--- config.mk ---
export PLATFORM = sky130hd
export DESIGN_NAME = noc_perf_top
export DESIGN_NICKNAME = d
export VERILOG_FILES = /design/src/noc_perf_pkg.sv /design/src/flit_stream_if.sv /design/src/flit_queue.sv /design/src/inject_gate.sv /design/src/latency_sink.sv /design/src/noc_perf_top.sv /design/src/packet_builder.sv
export SDC_FILE = /design/constraint.sdc
export NUM_CORES = 1
export LEC_CHECK = 0
export BUFFER_PORTS_ARGS = -buffer_cell sky130_fd_sc_hd__buf_2
export CORE_MARGIN = 2
export CORE_UTILIZATION = 60
export CTS_BUF_LIST = sky130_fd_sc_hd__clkbuf_2 sky130_fd_sc_hd__clkbuf_4 sky130_fd_sc_hd__clkbuf_8
export DETAILED_ROUTE_END_ITERATION = 16
export GPL_TIMING_DRIVEN = 0
export PLACE_DENSITY = 0.86
export REMOVE_ABC_BUFFERS = 1
export SYNTH_ARGS = -nofsm -noshare
export SYNTH_HDL_FRONTEND = slang
export SYNTH_SLANG_ARGS = --single-unit
export TNS_END_PERCENT = 5
--- constraint.sdc ---
create_clock -name link_clk_i -period 6.8 [get_ports link_clk_i]
set_input_delay 0.68 -clock link_clk_i [delete_from_list [all_inputs] [get_ports link_clk_i]]
set_output_delay 0.68 -clock link_clk_i [all_outputs]
set_load 0.05 [all_outputs]
--- src/noc_perf_pkg.sv ---
// Shared flit formats, widths and LFSR constants for the link traffic generator
// Imported by every stage that builds, stores or decodes flits
`default_nettype none

package noc_perf_pkg;

  // ********************
  // Widths and counts
  // ********************
  localparam int flit_width_lp     = 32;
  localparam int len_lp            = 4;   // Flits per packet, header included
  localparam int lg_queue_depth_lp = 3;
  localparam int pending_max_lp    = 15;  // Saturation of outstanding requests

  // ********************
  // LFSR
  // ********************
  localparam logic [15:0] lfsr_seed_lp = 16'hace1;
  localparam logic [15:0] lfsr_taps_lp = 16'hb400;  // Galois, right shifting

  // ********************
  // Flit formats
  // ********************

  // Header word, first flit of every packet
  typedef struct packed {
    logic [15:0] timestamp;
    logic [3:0]  node_id;
    logic [7:0]  seq;
    logic [3:0]  len;
  } flit_header_s;

  // Same link word seen as a header or as a raw body word
  typedef union packed {
    flit_header_s               header;
    logic [flit_width_lp-1:0]   body;
  } flit_u;

  // Body word layout: seq on top, flit index at the bottom, zeros between
  function automatic logic [flit_width_lp-1:0] body_word(
    input logic [7:0] seq,
    input logic [7:0] idx
  );
    logic [flit_width_lp-1:0] word;
    word        = '0;
    word[31:24] = seq;
    word[7:0]   = idx;
    return word;
  endfunction

endpackage

`default_nettype wire

--- src/flit_stream_if.sv ---
// Valid/ready flit stream between two pipeline stages
// A flit moves on a rising edge where valid and ready are both high
`default_nettype none

interface flit_stream_if;
  import noc_perf_pkg::*;

  logic  valid;
  logic  ready;
  flit_u data;
  logic  last;   // Final flit of a packet

  modport source (
    output valid,
    output data,
    output last,
    input  ready
  );

  modport sink (
    input  valid,
    input  data,
    input  last,
    output ready
  );

endinterface

`default_nettype wire

--- src/flit_queue.sv ---
// Flit FIFO between the packet builder and the outgoing link
// Absorbs link back-pressure; ready to the builder drops when full
`default_nettype none

module flit_queue
  (input  logic                                   link_clk_i,
   input  logic                                   link_reset_i,
   flit_stream_if.sink                            enq,
   output logic                                   link_v_o,
   output logic [noc_perf_pkg::flit_width_lp-1:0] link_data_o,
   input  logic                                   link_ready_and_i);

  import noc_perf_pkg::*;

  flit_u                      data_mem [2 ** lg_queue_depth_lp];
  logic                       last_mem [2 ** lg_queue_depth_lp];
  logic [lg_queue_depth_lp:0] wr_ptr_r;    // Extra top bit marks the wrap
  logic [lg_queue_depth_lp:0] rd_ptr_r;
  logic [lg_queue_depth_lp:0] count;       // Flits held
  logic                       full;
  logic                       empty;
  logic                       wr_en;
  logic                       rd_en;
  flit_u                      head;
  logic                       head_last;
  logic                       after_last_r;

  assign count = wr_ptr_r - rd_ptr_r;
  assign empty = (wr_ptr_r == rd_ptr_r);
  assign full  = (wr_ptr_r[lg_queue_depth_lp] != rd_ptr_r[lg_queue_depth_lp]) &&
                 (wr_ptr_r[lg_queue_depth_lp-1:0] == rd_ptr_r[lg_queue_depth_lp-1:0]);

  assign enq.ready = !full;
  assign wr_en     = enq.valid && enq.ready;
  assign rd_en     = link_v_o && link_ready_and_i;

  // ********************
  // Storage
  // ********************
  always_ff @(posedge link_clk_i)
  begin
    if (wr_en)
    begin
      data_mem[wr_ptr_r[lg_queue_depth_lp-1:0]] <= enq.data;
      last_mem[wr_ptr_r[lg_queue_depth_lp-1:0]] <= enq.last;
    end
  end

  always_ff @(posedge link_clk_i)
  begin
    if (link_reset_i)
    begin
      wr_ptr_r     <= '0;
      rd_ptr_r     <= '0;
      after_last_r <= 1'b1;   // First flit out is a header
    end
    else
    begin
      if (wr_en)
        wr_ptr_r <= wr_ptr_r + 1'b1;
      if (rd_en)
      begin
        rd_ptr_r     <= rd_ptr_r + 1'b1;
        after_last_r <= head_last;
      end
    end
  end

  assign head        = data_mem[rd_ptr_r[lg_queue_depth_lp-1:0]];
  assign head_last   = last_mem[rd_ptr_r[lg_queue_depth_lp-1:0]];
  assign link_v_o    = !empty;
  assign link_data_o = head;

  // Occupancy stays within the depth, so no overrun and no underrun
  assert property (@(posedge link_clk_i) disable iff (link_reset_i)
    !count[lg_queue_depth_lp] || (count[lg_queue_depth_lp-1:0] == '0));

  // Flit leaving after a packet end must be a well formed header
  assert property (@(posedge link_clk_i) disable iff (link_reset_i)
    (rd_en && after_last_r) |-> (head.header.len == 4'(len_lp)));

endmodule

`default_nettype wire

--- src/inject_gate.sv ---
// Decides per enabled cycle whether a packet is wanted, using an LFSR draw
// against the utilization threshold, and keeps count of outstanding requests
`default_nettype none

module inject_gate
  #(parameter int utilization_p = 128)  // Hits per 256 enabled cycles
  (input  logic        link_clk_i,
   input  logic        link_reset_i,
   input  logic        link_en_i,
   input  logic        take_i,
   output logic [3:0]  pending_o,
   output logic [15:0] dropped_o);

  import noc_perf_pkg::*;

  logic [15:0] lfsr_r;
  logic [15:0] lfsr_next;
  logic        hit_r;
  logic [3:0]  pending_r;
  logic [15:0] dropped_r;
  logic        at_max;

  assign lfsr_next = lfsr_r[0] ? ((lfsr_r >> 1) ^ lfsr_taps_lp) : (lfsr_r >> 1);
  assign at_max    = (pending_r == 4'(pending_max_lp));

  // ********************
  // Random draw
  // ********************
  always_ff @(posedge link_clk_i)
  begin
    if (link_reset_i)
    begin
      lfsr_r <= lfsr_seed_lp;
      hit_r  <= 1'b0;
    end
    else if (link_en_i)
    begin
      lfsr_r <= lfsr_next;
      hit_r  <= ({1'b0, lfsr_next[7:0]} < 9'(utilization_p));
    end
    else
      hit_r <= 1'b0;
  end

  // Hit and take together leave the count alone
  always_ff @(posedge link_clk_i)
  begin
    if (link_reset_i)
    begin
      pending_r <= '0;
      dropped_r <= '0;
    end
    else if (hit_r && !take_i)
    begin
      if (at_max)
        dropped_r <= dropped_r + 16'd1;  // Request lost
      else
        pending_r <= pending_r + 4'd1;
    end
    else if (take_i && !hit_r)
      pending_r <= pending_r - 4'd1;
  end

  assign pending_o = pending_r;
  assign dropped_o = dropped_r;

  // Builder only starts a packet against an outstanding request
  assert property (@(posedge link_clk_i) disable iff (link_reset_i)
    take_i |-> (pending_r != '0));

endmodule

`default_nettype wire

--- src/latency_sink.sv ---
// Receiving end of the link; checks packet framing and measures latency
// from the header timestamp against its own cycle count
`default_nettype none

module latency_sink
  (input  logic                                   link_clk_i,
   input  logic                                   link_reset_i,
   input  logic                                   link_v_i,
   input  logic [noc_perf_pkg::flit_width_lp-1:0] link_data_i,
   output logic                                   link_ready_and_o,
   output logic [15:0]                            rx_packets_o,
   output logic [15:0]                            last_latency_o,
   output logic [7:0]                             last_seq_o,
   output logic                                   err_o);

  import noc_perf_pkg::*;

  logic [15:0] cyc_r;
  logic [3:0]  pos_r;       // Flit position within the packet
  logic [7:0]  hdr_seq_r;   // Sequence number from the current header
  flit_u       word;
  logic        is_header;
  logic        is_final;
  logic        body_bad;

  assign link_ready_and_o = 1'b1;   // Always accepts

  assign word      = link_data_i;
  assign is_header = (pos_r == '0);
  assign is_final  = (pos_r == 4'(len_lp - 1));
  assign body_bad  = (word.body != body_word(hdr_seq_r, 8'(pos_r)));

  always_ff @(posedge link_clk_i)
  begin
    if (link_reset_i)
      cyc_r <= '0;
    else
      cyc_r <= cyc_r + 16'd1;
  end

  // ********************
  // Framing and stats
  // ********************
  always_ff @(posedge link_clk_i)
  begin
    if (link_reset_i)
    begin
      pos_r          <= '0;
      hdr_seq_r      <= '0;
      rx_packets_o   <= '0;
      last_latency_o <= '0;
      last_seq_o     <= '0;
      err_o          <= 1'b0;
    end
    else if (link_v_i)
    begin
      if (is_header)
      begin
        last_latency_o <= cyc_r - word.header.timestamp;   // Wraps mod 2^16
        last_seq_o     <= word.header.seq;
        hdr_seq_r      <= word.header.seq;
        if (word.header.len != 4'(len_lp))
          err_o <= 1'b1;
      end
      else if (body_bad)
        err_o <= 1'b1;

      if (is_final)
      begin
        pos_r        <= '0;
        rx_packets_o <= rx_packets_o + 16'd1;
      end
      else
        pos_r <= pos_r + 4'd1;
    end
  end

endmodule

`default_nettype wire

--- src/noc_perf_top.sv ---
// Link traffic generator and latency monitor
// Injection gate feeds the packet builder, whose flits queue for the outgoing link;
// the incoming link ends in the latency sink
`default_nettype none

module noc_perf_top
  #(parameter logic [3:0] node_id_p     = 4'd1,
    parameter int         utilization_p = 128)
  (input  logic                                   link_clk_i,
   input  logic                                   link_reset_i,
   input  logic                                   link_en_i,
   // Outgoing link
   output logic                                   link_v_o,
   output logic [noc_perf_pkg::flit_width_lp-1:0] link_data_o,
   input  logic                                   link_ready_and_i,
   // Incoming link
   input  logic                                   link_v_i,
   input  logic [noc_perf_pkg::flit_width_lp-1:0] link_data_i,
   output logic                                   link_ready_and_o,
   // Status
   output logic [15:0]                            rx_packets_o,
   output logic [15:0]                            last_latency_o,
   output logic [7:0]                             last_seq_o,
   output logic                                   err_o,
   output logic [3:0]                             pending_o,
   output logic [15:0]                            dropped_o);

  logic take;

  flit_stream_if build_q ();

  inject_gate #(.utilization_p(utilization_p)) inject_gate_i (
    .link_clk_i   (link_clk_i),
    .link_reset_i (link_reset_i),
    .link_en_i    (link_en_i),
    .take_i       (take),
    .pending_o    (pending_o),
    .dropped_o    (dropped_o)
  );

  packet_builder #(.node_id_p(node_id_p)) packet_builder_i (
    .link_clk_i   (link_clk_i),
    .link_reset_i (link_reset_i),
    .pending_i    (pending_o),
    .take_o       (take),
    .out          (build_q.source)
  );

  flit_queue flit_queue_i (
    .link_clk_i       (link_clk_i),
    .link_reset_i     (link_reset_i),
    .enq              (build_q.sink),
    .link_v_o         (link_v_o),
    .link_data_o      (link_data_o),
    .link_ready_and_i (link_ready_and_i)
  );

  latency_sink latency_sink_i (
    .link_clk_i       (link_clk_i),
    .link_reset_i     (link_reset_i),
    .link_v_i         (link_v_i),
    .link_data_i      (link_data_i),
    .link_ready_and_o (link_ready_and_o),
    .rx_packets_o     (rx_packets_o),
    .last_latency_o   (last_latency_o),
    .last_seq_o       (last_seq_o),
    .err_o            (err_o)
  );

endmodule

`default_nettype wire

--- src/packet_builder.sv ---
// Turns pending requests into packets of len_lp flits on a flit stream
// Header carries the send timestamp, node id, sequence number and length
`default_nettype none

module packet_builder
  #(parameter logic [3:0] node_id_p = 4'd1)
  (input  logic        link_clk_i,
   input  logic        link_reset_i,
   input  logic [3:0]  pending_i,
   output logic        take_o,
   flit_stream_if.source out);

  import noc_perf_pkg::*;

  logic         sending_r; // Packet on offer
  logic [3:0]   idx_r;     // Position of the flit on offer
  logic [15:0]  ts_r;      // Free-running cycle count
  logic [15:0]  stamp_r;   // Timestamp of the packet in flight
  logic [7:0]   seq_r;
  logic         xfer;
  flit_header_s hdr;

  assign take_o = !sending_r && (pending_i != '0);
  assign xfer   = out.valid && out.ready;

  always_ff @(posedge link_clk_i)
  begin
    if (link_reset_i)
      ts_r <= '0;
    else
      ts_r <= ts_r + 16'd1;
  end

  // ********************
  // Packet FSM
  // ********************
  always_ff @(posedge link_clk_i)
  begin
    if (link_reset_i)
    begin
      sending_r <= 1'b0;
      idx_r     <= '0;
      seq_r     <= '0;
    end
    else if (take_o)
    begin
      sending_r <= 1'b1;
      idx_r     <= '0;
    end
    else if (xfer)
    begin
      if (out.last)
      begin
        sending_r <= 1'b0;
        seq_r     <= seq_r + 8'd1;
      end
      else
        idx_r <= idx_r + 4'd1;
    end
  end

  // Counter reads one higher when the header goes valid
  always_ff @(posedge link_clk_i)
  begin
    if (take_o)
      stamp_r <= ts_r + 16'd1;
  end

  assign hdr.timestamp = stamp_r;
  assign hdr.node_id   = node_id_p;
  assign hdr.seq       = seq_r;
  assign hdr.len       = 4'(len_lp);

  assign out.valid = sending_r;
  assign out.last  = (idx_r == 4'(len_lp - 1));
  always_comb
  begin
    if (idx_r == '0)
      out.data.header = hdr;
    else
      out.data.body = body_word(seq_r, 8'(idx_r));
  end

  // Offered flit holds until the queue takes it
  assert property (@(posedge link_clk_i) disable iff (link_reset_i)
    (out.valid && !out.ready) |=> (out.valid && $stable(out.data) && $stable(out.last)));

endmodule

`default_nettype wire

# After elaboration in Yosys (flattened, before gate mapping)
# Memory sizes are Yosys's and may differ from the RTL's. A register that Yosys moved wholly into a read port is not among the register bits.
# Index checks and enable logic that the tools add are counted.
totals:
  reg_bits: 151
  ramBits: 256
  input_bits: 37
  word_cells: 89
  memories: 1
mem_list:
  columns: ["name", "depth", "width", "rd", "rd_ports_with_merged_regs", "wr", "line", "text"]
  rows:
  - ["flit_queue_i.data_mem", 8, 32, 1, 1, 1, "flit_queue.sv:15", "flit_u data_mem [2 ** lg_queue_depth_lp];"]
classes:
  n_addsub: 12
  n_lt_le_gt_ge: 1
  eq_ne: 10
  muxes: 16
  bitwise: 4
  n_reduce_logical: 28
op_table:
  columns: ["operator", "count"]
  rows:
  - ["adder 16 x 1 -> 16 bit, second input constant", 4]
  - ["2-to-1 mux 32 bit", 1]
  - ["inequality test 32 bit", 1]
  - ["adder 4 x 1 -> 4 bit, second input constant", 5]
  - ["2-to-1 mux 16 bit", 1]
  - ["2-to-1 mux 4 bit", 4]
  - ["subtractor 16 bit", 1]
  - ["AND reduction 2 bit", 6]
  - ["adder 8 x 1 -> 8 bit, second input constant", 1]
  - ["== test 4 x 2 -> 1 bit, second input constant", 2]
  - ["zero test 4 bit", 2]
  - ["less-than comparator 8 bit, second input constant", 1]
  - ["2-to-1 mux 1 bit", 8]
  - ["nonzero test 2 bit", 4]
  - ["logical AND 1 bit", 6]
  - ["2-to-1 mux 3 bit", 2]
  - ["AND reduction 3 bit", 2]
  - ["zero test 1 bit", 5]
  - ["== test 4 bit", 1]
  - ["== test 4 bit, second input constant", 1]
  - ["inequality test 2 bit, second input constant", 2]
  - ["inequality test 4 x 3 -> 1 bit, second input constant", 1]
  - ["inverter 3 -> 4 bit", 1]
  - ["nonzero test 4 bit", 1]
  - ["other kinds (5)", 8]

# Depth between registers and ports, before layout
# Gate-level depths: netlist of run 1.
logic_depth:
  word_depth: 6
  mapped_depth: 9
  ltp_nobuf: 9

# By module
# Synthesis of run 1 repeated with hierarchy kept, for this count alone.
unflattened:
  hier_cells: 1272
  area_unflattened_um2: 17581.9
by_module_without_submodules:
  columns: ["mod", "instances", "cells_each", "area_per_inst_um2"]
  rows:
  - ["flit_queue", 1, 455, 10351.2]
  - ["latency_sink", 1, 415, 3377.0]
  - ["packet_builder", 1, 229, 2244.7]
  - ["inject_gate", 1, 173, 1609.0]

# Worst setup path after synthesis of run 1
# No wires, ideal clock.
synth_timing:
  path_type: "register to register"
  from: "register flit_queue_i.wr_ptr_r[0]"
  to: "memory flit_queue_i.data_mem[0][0] (netlist name) (enable)"
  arrival_time_ns: 3.034
  t_required_ns: 6.349
  path_slack_ns: 3.314
  stages_incl_launch_ff: 7
  path_buffers: 2
  period_less_slack_ns: 3.486
  path_cell_list: "dfxtp_1 -> buf_4 -> xnor2_1 -> a41oi_2 -> buf_6 -> nand2b_1 -> nor3_1"
synth_between:
  elab_chain_cells: 6
synth_rtl:
  columns: ["item", "line", "text"]
  rows:
  - ["from (decl)", "flit_queue.sv:17", "logic [lg_queue_depth_lp:0] wr_ptr_r;"]
  - ["from (signal assigned)", "flit_queue.sv:60", "wr_ptr_r <= wr_ptr_r + 1'b1;"]
  - ["== test 3 bit", "flit_queue.sv:31", "(wr_ptr_r[lg_queue_depth_lp-1:0] == rd_ptr_r[lg_queue_depth_lp-1:0]);"]
  - ["logical AND 1 bit", "flit_queue.sv:30", "assign full = (wr_ptr_r[lg_queue_depth_lp] != rd_ptr_r[lg_queue_depth_lp]) &&"]
  - ["zero test 1 bit", "flit_queue.sv:33", "assign enq.ready = !full;"]
  - ["logical AND 1 bit", "flit_queue.sv:34", "assign wr_en = enq.valid && enq.ready;"]
  - ["2-to-1 mux 1 bit", null, null]
  - ["2-to-1 mux 1 bit (not written as such)", "flit_queue.sv:44", "data_mem[wr_ptr_r[lg_queue_depth_lp-1:0]] <= enq.data;"]
  - ["to (decl)", "flit_queue.sv:15", null]
# Several ways; a longest one is shown, not always the timed one.

==> flow_metrics.env, run 1 <==
export IMPL_status="complete, but fails checks"
export IMPL_failed_checks="DRC"
export IMPL_relSlewSlack_pct=17.6
export IMPL_power_density_nw_per_um2=371
export IMPL_hold_start="link_data_i[10]"
export IMPL_hold_class="input port to flip-flop"
export IMPL_syn_area_um2=16000
export IMPL_cts_resized=0
export IMPL_yosysWarningCount=0
export IMPL_finalWeightedCongestion=0.832
export IMPL_drtAntennaViolNets=0
export IMPL_drc=4
export IMPL_worst_r2r_cell_count=7
export IMPL_fin_nets=1367
export IMPL_postCtsSetupRepairBufs=0
export IMPL_coreArea_um2=26100
export IMPL_cp_num_buf_inv=2
export IMPL_power_mw=6.85
export IMPL_worst_slew_pin_slew_ps=1220
export IMPL_netlist_instances=1147
export IMPL_period_share_pct=49.5
export IMPL_grtUsageTotal_pct=22.8
export IMPL_r2r_setup_slack_ps=3620
export IMPL_wl_mm=31.6
export IMPL_grt_pass1_wl_mm=50.8
export IMPL_clk_path_buf_depth=3
export IMPL_ir_drop_mv=0.222
export IMPL_cap_violations=0
export IMPL_cts_sinks=386
export IMPL_n_fill_cell=1665
export IMPL_async_reset_ff_share_pct=0
export IMPL_synth_ff_type="edfxtp_1"
export IMPL_avgViaCountPerCell=5.78
export IMPL_tns_ps=0
export IMPL_startpoint_type="flip-flop"
export IMPL_grt_max_degree=87
export IMPL_leakagePower_nw=6.76
export IMPL_post_drt_wl_per_cell_um=18.8
export IMPL_finClkSkew_ps=37.7
export IMPL_r2r_start="flit_queue_i.wr_ptr_r[0]"
export IMPL_antenna_found_initial=0
export IMPL_clock_fmax_ghz=0.297
export IMPL_h_tree_depth=2
export IMPL_first_pass_iters=11
export IMPL_min_to="latency_sink_i.last_seq_o[6]"
export IMPL_crit_chain="buf_16 > mux4_2 > mux2_2 > buf_2"
export IMPL_ys_ff_latch=386
export IMPL_drtIter0Drc=753
export IMPL_core_rowCount=59
export IMPL_vias=9727
export IMPL_cts_buffers=58
export IMPL_start_util_pct=61.3
export IMPL_path_clk_slew_ps=60
export IMPL_grt_pass1_vias=9684
export IMPL_required_ps=6120
export IMPL_netlist_area_leader_share_pct=46.5
export IMPL_synthToLayoutAreaGrowth_pct=15.3
export IMPL_overflow=0
export IMPL_avgSynthCellArea_um2=14.0
export IMPL_chipHeight_um=167
export IMPL_critPathKind="flip-flop to output port"
export IMPL_clk_latency_ps=600
export IMPL_cp_slowest_cell="dfxtp_4"
export IMPL_ys_types=53
export IMPL_holdBufCountCts=0
export IMPL_antenna_cells=0
export IMPL_rsz0062_at_grt="false"
export IMPL_worstSetupEndpointType="output port"
export IMPL_crit_path_max_fanout=38
export IMPL_yosysSeqAreaShare_pct=63.8
export IMPL_worstReg2RegEnd="flit_queue_i.data_mem[4][0]"
export IMPL_fp_dieW_um=167
export IMPL_layout_drive_gt1_share_pct=26.5
export IMPL_fin_crit_ps=3370
export IMPL_ioPinCount=132
export IMPL_port_buffers=127
export IMPL_arrival_ps=2690
export IMPL_dp_hpwl_mm=19.8
export IMPL_cts_root_buf="clkbuf_8"
export IMPL_hold_path_depth=3
export IMPL_fp_dieArea_um2=28000
export IMPL_cts_tree="yes"
export IMPL_finalHoldViolCount=0
export IMPL_finalSetupViolCount=0
export IMPL_yosysTopAreaCell="edfxtp_1"
export IMPL_synth_edf_count=248
export IMPL_cpLargestDelayFamily="multiplexers"
export IMPL_slowest_delay_ps=650
export IMPL_ys_top_cells_by_area="edfxtp_1 47%, dfxtp_1 17%, mux4_2 8.2%"
export IMPL_final_max_slew_violation_count=0
power breakdown:
group          internal (mW)  switching (mW)  leakage (nW)
logic                  0.664            1.16          2.70
clock network           1.12           0.866         0.666
registers               2.88           0.161          3.39
total                   4.67            2.18          6.76
layout make-up:
class                      instances  area (µm²)  share of cell area [%]
clock buffer                      85        1060                    5.76
inverter                          30         113                   0.610
tap                              335         419                    2.27
timing repair buffer             144         918                    4.98
sequential                       386       10200                    55.4
multi-input combinational        680        5520                    29.9
clock inverter                    24         205                    1.11
worst min-delay path, delay by kind of cell:
family	cells	cell delay (ps)
AOI/OAI and AO/OA	1	50
and+or+nand+nor	1	50
buffers and inverters	1	110
worst max-delay path by stage:
stage               depth (start not counted)                     endpoint                     start
finish                                      4               link_data_o[3]                 flip-flop
detailed placement                          7  flit_queue_i.data_mem[4][5]  flit_queue_i.wr_ptr_r[0]
CTS                                         4              link_data_o[12]                 flip-flop
floorplan                                   2               link_data_o[0]                 flip-flop
global placement                            4  flit_queue_i.data_mem[4][5]  flit_queue_i.wr_ptr_r[0]
global route                                4               link_data_o[3]                 flip-flop
registers in the layout, indices dropped and copies added (netlist names), 4 cells and up, named ones only:
signal	flops
packet_builder_i.seq_r	8
inject_gate_i.pending_o	4
latency_sink_i.last_latency_o	16
flit_queue_i.data_mem	232
packet_builder_i.ts_r	16
latency_sink_i.pos_r	4
packet_builder_i.idx_r	4
flit_queue_i.wr_ptr_r	4
latency_sink_i.last_seq_o	8
inject_gate_i.lfsr_r	16
packet_builder_i.stamp_r	16
inject_gate_i.dropped_o	16
flit_queue_i.rd_ptr_r	4
latency_sink_i.rx_packets_o	16
latency_sink_i.cyc_r	16
per-stage QoR:
| step | setup WS, ps | std cells | util [%] | instance area, µm² | hold WS [ps] |
|---|---|---|---|---|---|
| finish | 3430 | 1684 | 70.6 | 18500 | 346 |
| global route | 3300 | 1684 | 70.6 | 18500 | 330 |
| CTS | 3360 | 1684 | 70.6 | 18500 | 315 |
| detailed placement | 3600 | 1575 | 65.8 | 17200 | 438 |
| global placement | 887 | 1558 | 64.4 | 16800 | 442 |
| floorplan | 2590 | 1096 | - | 15800 | 416 |
synthesized netlist by cell type (13+ instances only):
library cell,instances
edfxtp_1,248
dfxtp_1,138
nor2_1,103
nand2_1,72
mux4_2,58
xor2_1,48
xnor2_1,47
and2_1,37
clkbuf_1,37
mux2_2,37
a21oi_1,36
inv_1,30
nand3_1,29
ha_1,28
mux2i_1,22
o21ai_0,22
nand4_1,16
and3_1,13
nor3_1,13
cell usage in the layout, fill, tap and decap left out, types with 37 or more instances in the layout:
master,Yosys,routed
and2_1,37,37
buf_2,7,126
clkbuf_8,0,68
dfxtp_1,138,135
edfxtp_1,248,248
mux2_2,37,37
mux4_2,58,58
nand2_1,72,72
nor2_1,103,96
xnor2_1,47,47
xor2_1,48,48
kinds of logic (layout without fill, tap and decap cells):
family | count (synthesis) | count (layout) | share of synthesized area (%)
flip-flops | 386 | 386 | 63.8
AND/OR/NAND/NOR | 336 | 336 | 10.4
multiplexers | 117 | 117 | 12.1
AO/OA/AOI/OAI | 98 | 98 | 3.78
XOR/XNOR | 95 | 95 | 5.20
buffers and inverters | 83 | 283 | 2.17
adder cells (fa/ha/maj) | 30 | 30 | 2.44
other | 2 | 4 | 0.0469
per-layer routing:
layer	up-vias	wire, µm	global-route usage, %
met4	0	622	6.43
met2	359	15600	39.0
li1	4525	-	-
met3	48	2010	3.92
met1	4795	13400	30.6
met5	-	0	0
Note: power is estimated with default switching activity, not from simulation.
==> inputs of run 2 (changes only) <==
--- a/config.mk
+++ b/config.mk
@@ -5,13 +5,14 @@
 export SDC_FILE = /design/constraint.sdc
 export NUM_CORES = 1
 export LEC_CHECK = 0
+export ABC_AREA = 1
 export BUFFER_PORTS_ARGS = -buffer_cell sky130_fd_sc_hd__buf_2
 export CORE_MARGIN = 2
-export CORE_UTILIZATION = 60
+export CORE_UTILIZATION = 56
 export CTS_BUF_LIST = sky130_fd_sc_hd__clkbuf_2 sky130_fd_sc_hd__clkbuf_4 sky130_fd_sc_hd__clkbuf_8
 export DETAILED_ROUTE_END_ITERATION = 16
 export GPL_TIMING_DRIVEN = 0
-export PLACE_DENSITY = 0.86
+export PLACE_DENSITY = 0.84
 export REMOVE_ABC_BUFFERS = 1
 export SYNTH_ARGS = -nofsm -noshare
 export SYNTH_HDL_FRONTEND = slang
==> constraint.sdc (replaced) <==
create_clock -name link_clk_i -period 2.7 [get_ports link_clk_i]
set_input_delay 0.27 -clock link_clk_i [delete_from_list [all_inputs] [get_ports link_clk_i]]
set_output_delay 0.27 -clock link_clk_i [all_outputs]
set_load 0.05 [all_outputs]
==> flow_metrics.env, run 2 <==
export IMPL_status="finished clean"
export IMPL_grt_pass1_wl_mm=63.5
export IMPL_cts_sinks=386
export IMPL_fp_dieW_um=180
export IMPL_async_reset_ff_share_pct=0
export IMPL_cts_tree="yes"
export IMPL_clk_latency_ps=650
export IMPL_grt_pass1_vias=13100
export IMPL_worstSetupEndpointType="flip-flop"
export IMPL_power_mw=19.5
export IMPL_synth_edf_count=248
export IMPL_finalWeightedCongestion=0.882
export IMPL_crit_end="flit_queue_i.data_mem[6][19]"
export IMPL_clock_fmax_ghz=0.381
export IMPL_ioPinCount=132
export IMPL_leakagePower_nw=8.28
export IMPL_worstReg2RegEnd="flit_queue_i.data_mem[6][19]"
export IMPL_r2r_start="flit_queue_i.wr_ptr_r[2]"
export IMPL_wl_mm=39.9
export IMPL_final_cell_mix="366 x nand2_1, 313 x nor2_1, 248 x edfxtp_1"
export IMPL_cap_violations=0
export IMPL_avgSynthCellArea_um2=9.32
export IMPL_grtUsageTotal_pct=23.8
export IMPL_n_fill_cell=2203
export IMPL_cts_buffers=60
export IMPL_largest_reg_flops=232
export IMPL_core_rowCount=64
export IMPL_finalSetupViolCount=0
export IMPL_synth_top_cells_by_count="366 x nand2_1, 320 x nor2_1, 248 x edfxtp_1, 201 x inv_1, 138 x dfxtp_1"
export IMPL_drtIter0Drc=1238
export IMPL_relSlewSlack_pct=13.2
export IMPL_fin_crit_ps=2620
export IMPL_antenna_found_initial=1
export IMPL_final_max_slew_violation_count=0
export IMPL_final_common_cell="nand2_1"
export IMPL_multi_input_area_um2=6020
export IMPL_fin_ws_ps=75.3
export IMPL_finClkSkew_ps=41.7
export IMPL_first_pass_iters=5
export IMPL_start_util_pct=56.6
export IMPL_dp_hpwl_mm=24.1
export IMPL_fin_nets=2073
export IMPL_vias=13600
export IMPL_tns_ps=0
export IMPL_ys_top_cells_by_area="edfxtp_1 43%, dfxtp_1 16%, nand2_1 8.0%"
export IMPL_path_clk_slew_ps=60
export IMPL_worst_r2r_cell_count=9
export IMPL_yosysTopAreaCell="edfxtp_1"
export IMPL_ys_types=50
export IMPL_grt_max_degree=72
export IMPL_overflow=0
export IMPL_yosysMostFrequentCell="nand2_1"
export IMPL_arrival_ps=2960
export IMPL_r2r_setup_slack_ps=80
export IMPL_clk_path_buf_depth=3
export IMPL_ir_drop_mv=0.561
export IMPL_required_ps=3030
export IMPL_startpoint_type="flip-flop"
export IMPL_hold_class="input port to flip-flop"
export IMPL_port_buffers=127
export IMPL_yosysWarningCount=0
export IMPL_drc=0
export IMPL_yosysSeqAreaShare_pct=59.1
export IMPL_cts_root_buf="clkbuf_8"
export IMPL_netlist_area_leader_share_pct=43.1
export IMPL_rsz0062_at_grt="true"
export IMPL_fin_hold_ws_ps=44.6
export IMPL_finalHoldViolCount=0
export IMPL_ys_ff_latch=386
export IMPL_pre_cts_ws_ps=-666
export IMPL_synth_ff_type="edfxtp_1"
export IMPL_critPathKind="flip-flop to flip-flop"
export IMPL_cp_startpoint="flit_queue_i.wr_ptr_r[2]"
export IMPL_crit_path_max_fanout=16
export IMPL_post_drt_wl_per_cell_um=16.3
export IMPL_chipHeight_um=180
export IMPL_drtAntennaViolNets=0
export IMPL_power_density_nw_per_um2=972
export IMPL_syn_area_um2=17300
export IMPL_netlist_instances=1854
export IMPL_h_tree_depth=2
export IMPL_coreArea_um2=30500
export IMPL_seqCellArea_um2=10200
export IMPL_avgViaCountPerCell=5.55
export IMPL_antenna_cells=0
export IMPL_worst_slew_pin_slew_ps=1300
export IMPL_synthToLayoutAreaGrowth_pct=16.3
export IMPL_fp_dieArea_um2=32300
export IMPL_period_share_pct=97.2
export IMPL_layout_drive_gt1_share_pct=16.1
[run 2: layout make-up]
class	instances	area share [%]
repair inverters	1	0.0374
multi-input cells	1187	30.0
well taps	396	2.47
inverters	210	4.04
clock inverters	14	0.679
repair buffers	160	5.78
clock buffers	100	6.14
flip-flops and latches	386	50.9
[run 2: what timing repair did]
action,CTS,global route
setup endpoints to repair,99,33
pin swaps,0,0
hold endpoints to repair,13,0
hold buffers,10,0
gates resized for setup,22,7
buffers inserted,2,5
cloned,1,1
[run 2: critical path, stage by stage (launching register included)]
cell and delay (ps):
dfxtp_1 460, xor2_1 250, nor2_2 80, nand2_4 180
nand2_4 130, nor4_4 420, buf_4 280, buf_4 190
buf_4 160, buf_4 180
[run 2: worst min path at each step]
stage / start / cells after the start / endpoint
floorplan: link_reset_i / 1 / packet_builder_i.ts_r[15]
global placement: inject_gate_i.lfsr_r[8] / 1 / inject_gate_i.hit_r
detailed placement: inject_gate_i.lfsr_r[8] / 1 / inject_gate_i.hit_r
CTS: link_data_i[2] / 4 / latency_sink_i.err_o
global route: link_data_i[2] / 4 / latency_sink_i.err_o
finish: link_data_i[2] / 4 / latency_sink_i.err_o
[run 2: layer usage]
layer / global-route usage [%] / vias to the layer above / part of all wire (%)
met3: 5.29 / 105 / 9.1
met4: 8.59 / 2 / 2.9
met5: 0 / - / 0.028
met2: 41.3 / 629 / 49
li1: - / 6515 / -
met1: 29.3 / 6380 / 39
[run 2: cells by family (layout without fill, tap and decap cells)]
logic type	Yosys count	count (layout)	synth area share (%)
and+or+nand+nor	840	840	20.4
DFF	386	386	59.1
adders and majority gates	30	30	2.26
other	2	4	0.0435
xor gates and xnor gates	37	37	1.88
buffers and inverters	283	485	6.58
AOI/OAI and AO/OA	276	276	9.74
[run 2: power breakdown]
group	internal, mW	total [mW]	switching (mW)
Sequential	7.34	7.77	0.424
Combinational	1.73	6.37	4.64
Clock	3.01	5.38	2.37
Total	12.1	19.5	7.43
[run 2: per-stage QoR]
| stage | util (%) | instances | instance area [µm²] |
|---|---|---|---|
| 2_1_floorplan | - | 1783 | 16900 |
| 3_3_place_gp | 59.2 | 2306 | 18100 |
| 3_5_place_dp | 60.4 | 2321 | 18400 |
| 4_1_cts | 65.5 | 2448 | 20000 |
| 5_1_grt | 65.8 | 2454 | 20100 |
| 6_report | 65.8 | 2454 | 20100 |
==> inputs of run 3 (changes only) <==
--- a/config.mk
+++ b/config.mk
@@ -12,6 +12,7 @@
 export CTS_BUF_LIST = sky130_fd_sc_hd__clkbuf_2 sky130_fd_sc_hd__clkbuf_4 sky130_fd_sc_hd__clkbuf_8
 export DETAILED_ROUTE_END_ITERATION = 16
 export GPL_TIMING_DRIVEN = 0
+export MAX_ROUTING_LAYER = met4
 export PLACE_DENSITY = 0.84
 export REMOVE_ABC_BUFFERS = 1
 export SYNTH_ARGS = -nofsm -noshare
==> flow_metrics.env, run 3 (synthesized netlist as in run 2, its figures left out) <==
export IMPL_status="finished clean"
export IMPL_cts_root_buf="clkbuf_8"
export IMPL_finClkSkew_ps=51.0
export IMPL_hold_class="input port to flip-flop"
export IMPL_layout_drive_gt1_share_pct=15.6
export IMPL_grtUsageTotal_pct=23.9
export IMPL_finalWeightedCongestion=0.895
export IMPL_rsz0062_at_grt="true"
export IMPL_p_clk_share_pct=25.4
export IMPL_dp_hpwl_mm=23.7
export IMPL_fp_dieW_um=180
export IMPL_worstReg2RegEnd="flit_queue_i.data_mem[3][31]"
export IMPL_path_clk_slew_ps=60
export IMPL_crit_path_max_fanout=31
export IMPL_startpoint_type="flip-flop"
export IMPL_worst_r2r_cell_count=8
export IMPL_final_max_slew_violation_count=0
export IMPL_power_mw=19.2
export IMPL_first_pass_iters=5
export IMPL_cts_sinks=386
export IMPL_ir_drop_mv=0.498
export IMPL_cap_violations=0
export IMPL_drc=0
export IMPL_h_tree_depth=2
export IMPL_clk_latency_ps=640
export IMPL_finalSetupViolCount=0
export IMPL_tns_ps=0
export IMPL_grt_pass1_wl_mm=61.7
export IMPL_worst_slew_pin_slew_ps=1300
export IMPL_pre_cts_ws_ps=-338
export IMPL_drtAntennaViolNets=0
export IMPL_avgViaCountPerCell=5.46
export IMPL_finalHoldViolCount=0
export IMPL_hold_path_depth=4
export IMPL_n_fill_cell=2229
export IMPL_critPathKind="flip-flop to output port"
export IMPL_cts_tree="yes"
export IMPL_period_share_pct=97.1
export IMPL_power_density_nw_per_um2=959
export IMPL_clock_fmax_ghz=0.381
export IMPL_vias=13400
export IMPL_antenna_found_initial=1
export IMPL_final_cell_mix="362 x nand2_1, 313 x nor2_1, 248 x edfxtp_1"
export IMPL_swShare_pct=38.1
export IMPL_post_drt_wl_per_cell_um=16.0
export IMPL_pwr_share_seq_pct=40.5
export IMPL_largest_reg_flops=232
export IMPL_worstSetupEndpointType="output port"
export IMPL_hold_start="link_en_i"
export IMPL_min_to="inject_gate_i.lfsr_r[0]"
export IMPL_fin_nets=2071
export IMPL_arrival_ps=2350
export IMPL_r2r_start="flit_queue_i.rd_ptr_r[2]"
export IMPL_core_rowCount=64
export IMPL_grt_max_degree=71
export IMPL_fin_ws_ps=77.2
export IMPL_clk_path_buf_depth=3
export IMPL_cts_buffers=58
export IMPL_required_ps=2430
export IMPL_port_buffers=127
export IMPL_fin_crit_ps=2620
export IMPL_relSlewSlack_pct=13.2
export IMPL_ioPinCount=132
export IMPL_final_common_cell="nand2_1"
export IMPL_r2r_setup_slack_ps=210
export IMPL_fin_util_pct=65.5
export IMPL_grt_pass1_vias=12700
export IMPL_overflow=0
export IMPL_start_util_pct=56.6
export IMPL_wl_mm=39.1
export IMPL_fp_dieArea_um2=32300
export IMPL_netSwitchingPower_mw=7.30
export IMPL_intPower_mw=11.9
export IMPL_synthToLayoutAreaGrowth_pct=15.7
export IMPL_finalNonFillerCells=2447
export IMPL_pwr_share_comb_pct=34.1
export IMPL_leakagePower_nw=8.21
export IMPL_coreArea_um2=30500
export IMPL_dp_cells=2321
export IMPL_chipHeight_um=180
export IMPL_drtIter0Drc=1363
[run 3: changes by cell type in the layout (fill, tap and decap cells not counted), moves of 2 or more]
cell      delta
clkinv_2     -5
clkbuf_8    -11
inv_16       -2
nand2_2      +4
nand2_1      -4
buf_6       +11
buf_2        -8
clkinv_1     +5
buf_4        -4
buf_12       +2
inv_12       +2
[run 3: through the flow]
stage	hold WS, ps	instance area (µm²)
2_1_floorplan	332	16900
3_3_place_gp	423	18100
3_5_place_dp	424	18400
4_1_cts	21.5	19900
5_1_grt	55.2	20000
6_report	54.2	20000
[run 3: final cells by class]
type / count / area (µm²) / area share [%]
Clock inverter: 14 / 105 / 0.526
Inverter: 210 / 807 / 4.04
Clock buffer: 92 / 1100 / 5.52
Timing Repair Buffer: 160 / 1240 / 6.18
Timing Repair inverter: 1 / 7.51 / 0.0376
Tap cell: 396 / 495 / 2.48
Multi-Input combinational cell: 1187 / 6010 / 30.1
Sequential cell: 386 / 10200 / 51.1
Antenna cell: 1 / 2.50 / 0.0125
[run 3: worst max path at each step]
stage / startpoint / endpoint / slack (ps) / depth (start not counted)
final: flip-flop / link_data_o[0] / 80 / 4
after global routing: flip-flop / link_data_o[18] / -50 / 4
after CTS: flip-flop / link_data_o[8] / -170 / 7
after detailed placement: packet_builder_i.idx_r[3] / flit_queue_i.data_mem[0][29] / -340 / 4
after global placement: flit_queue_i.wr_ptr_r[2] / flit_queue_i.data_mem[6][18] / -4180 / 5
after floorplan: flit_queue_i.wr_ptr_r[2] / flit_queue_i.data_mem[6][0] / -1510 / 5
[run 3: power by group through the flow]
stage          sequential, mW  clock, mW  combinational, mW
6_report                 7.76       4.88               6.53
5_1_grt                  7.82       5.18               7.04
4_1_cts                  7.86       4.93               6.17
3_5_place_dp             7.96          0               5.80
3_3_place_gp             8.15          0               5.31
2_1_floorplan            8.12          0               3.91
[run 3: repair_timing]
| item | CTS | global route |
|---|---|---|
| endpoints found under the setup margin | 93 | 29 |
| hold buffers | 11 | 0 |
| resized for setup | 49 | 1 |
| gates cloned | 1 | 1 |
| pin swaps | 3 | 0 |
| setup buffers | 0 | 6 |
| endpoints found under the hold margin | 14 | 0 |
[run 3: metal layers]
metal	wire length, µm	vias to the layer above	track usage [%]
met3	3380	90	5.02
met1	15700	6161	29.5
met5	0	-	-
met4	913	0	8.10
met2	19100	603	39.4
li1	-	6504	-
[run 3: critical path, cell delays in order, from the launching register on]
cell and delay [ps]:
dfxtp_4 680, clkinvlp_4 540, nand2_1 190, nand2_1 70
buf_2 220
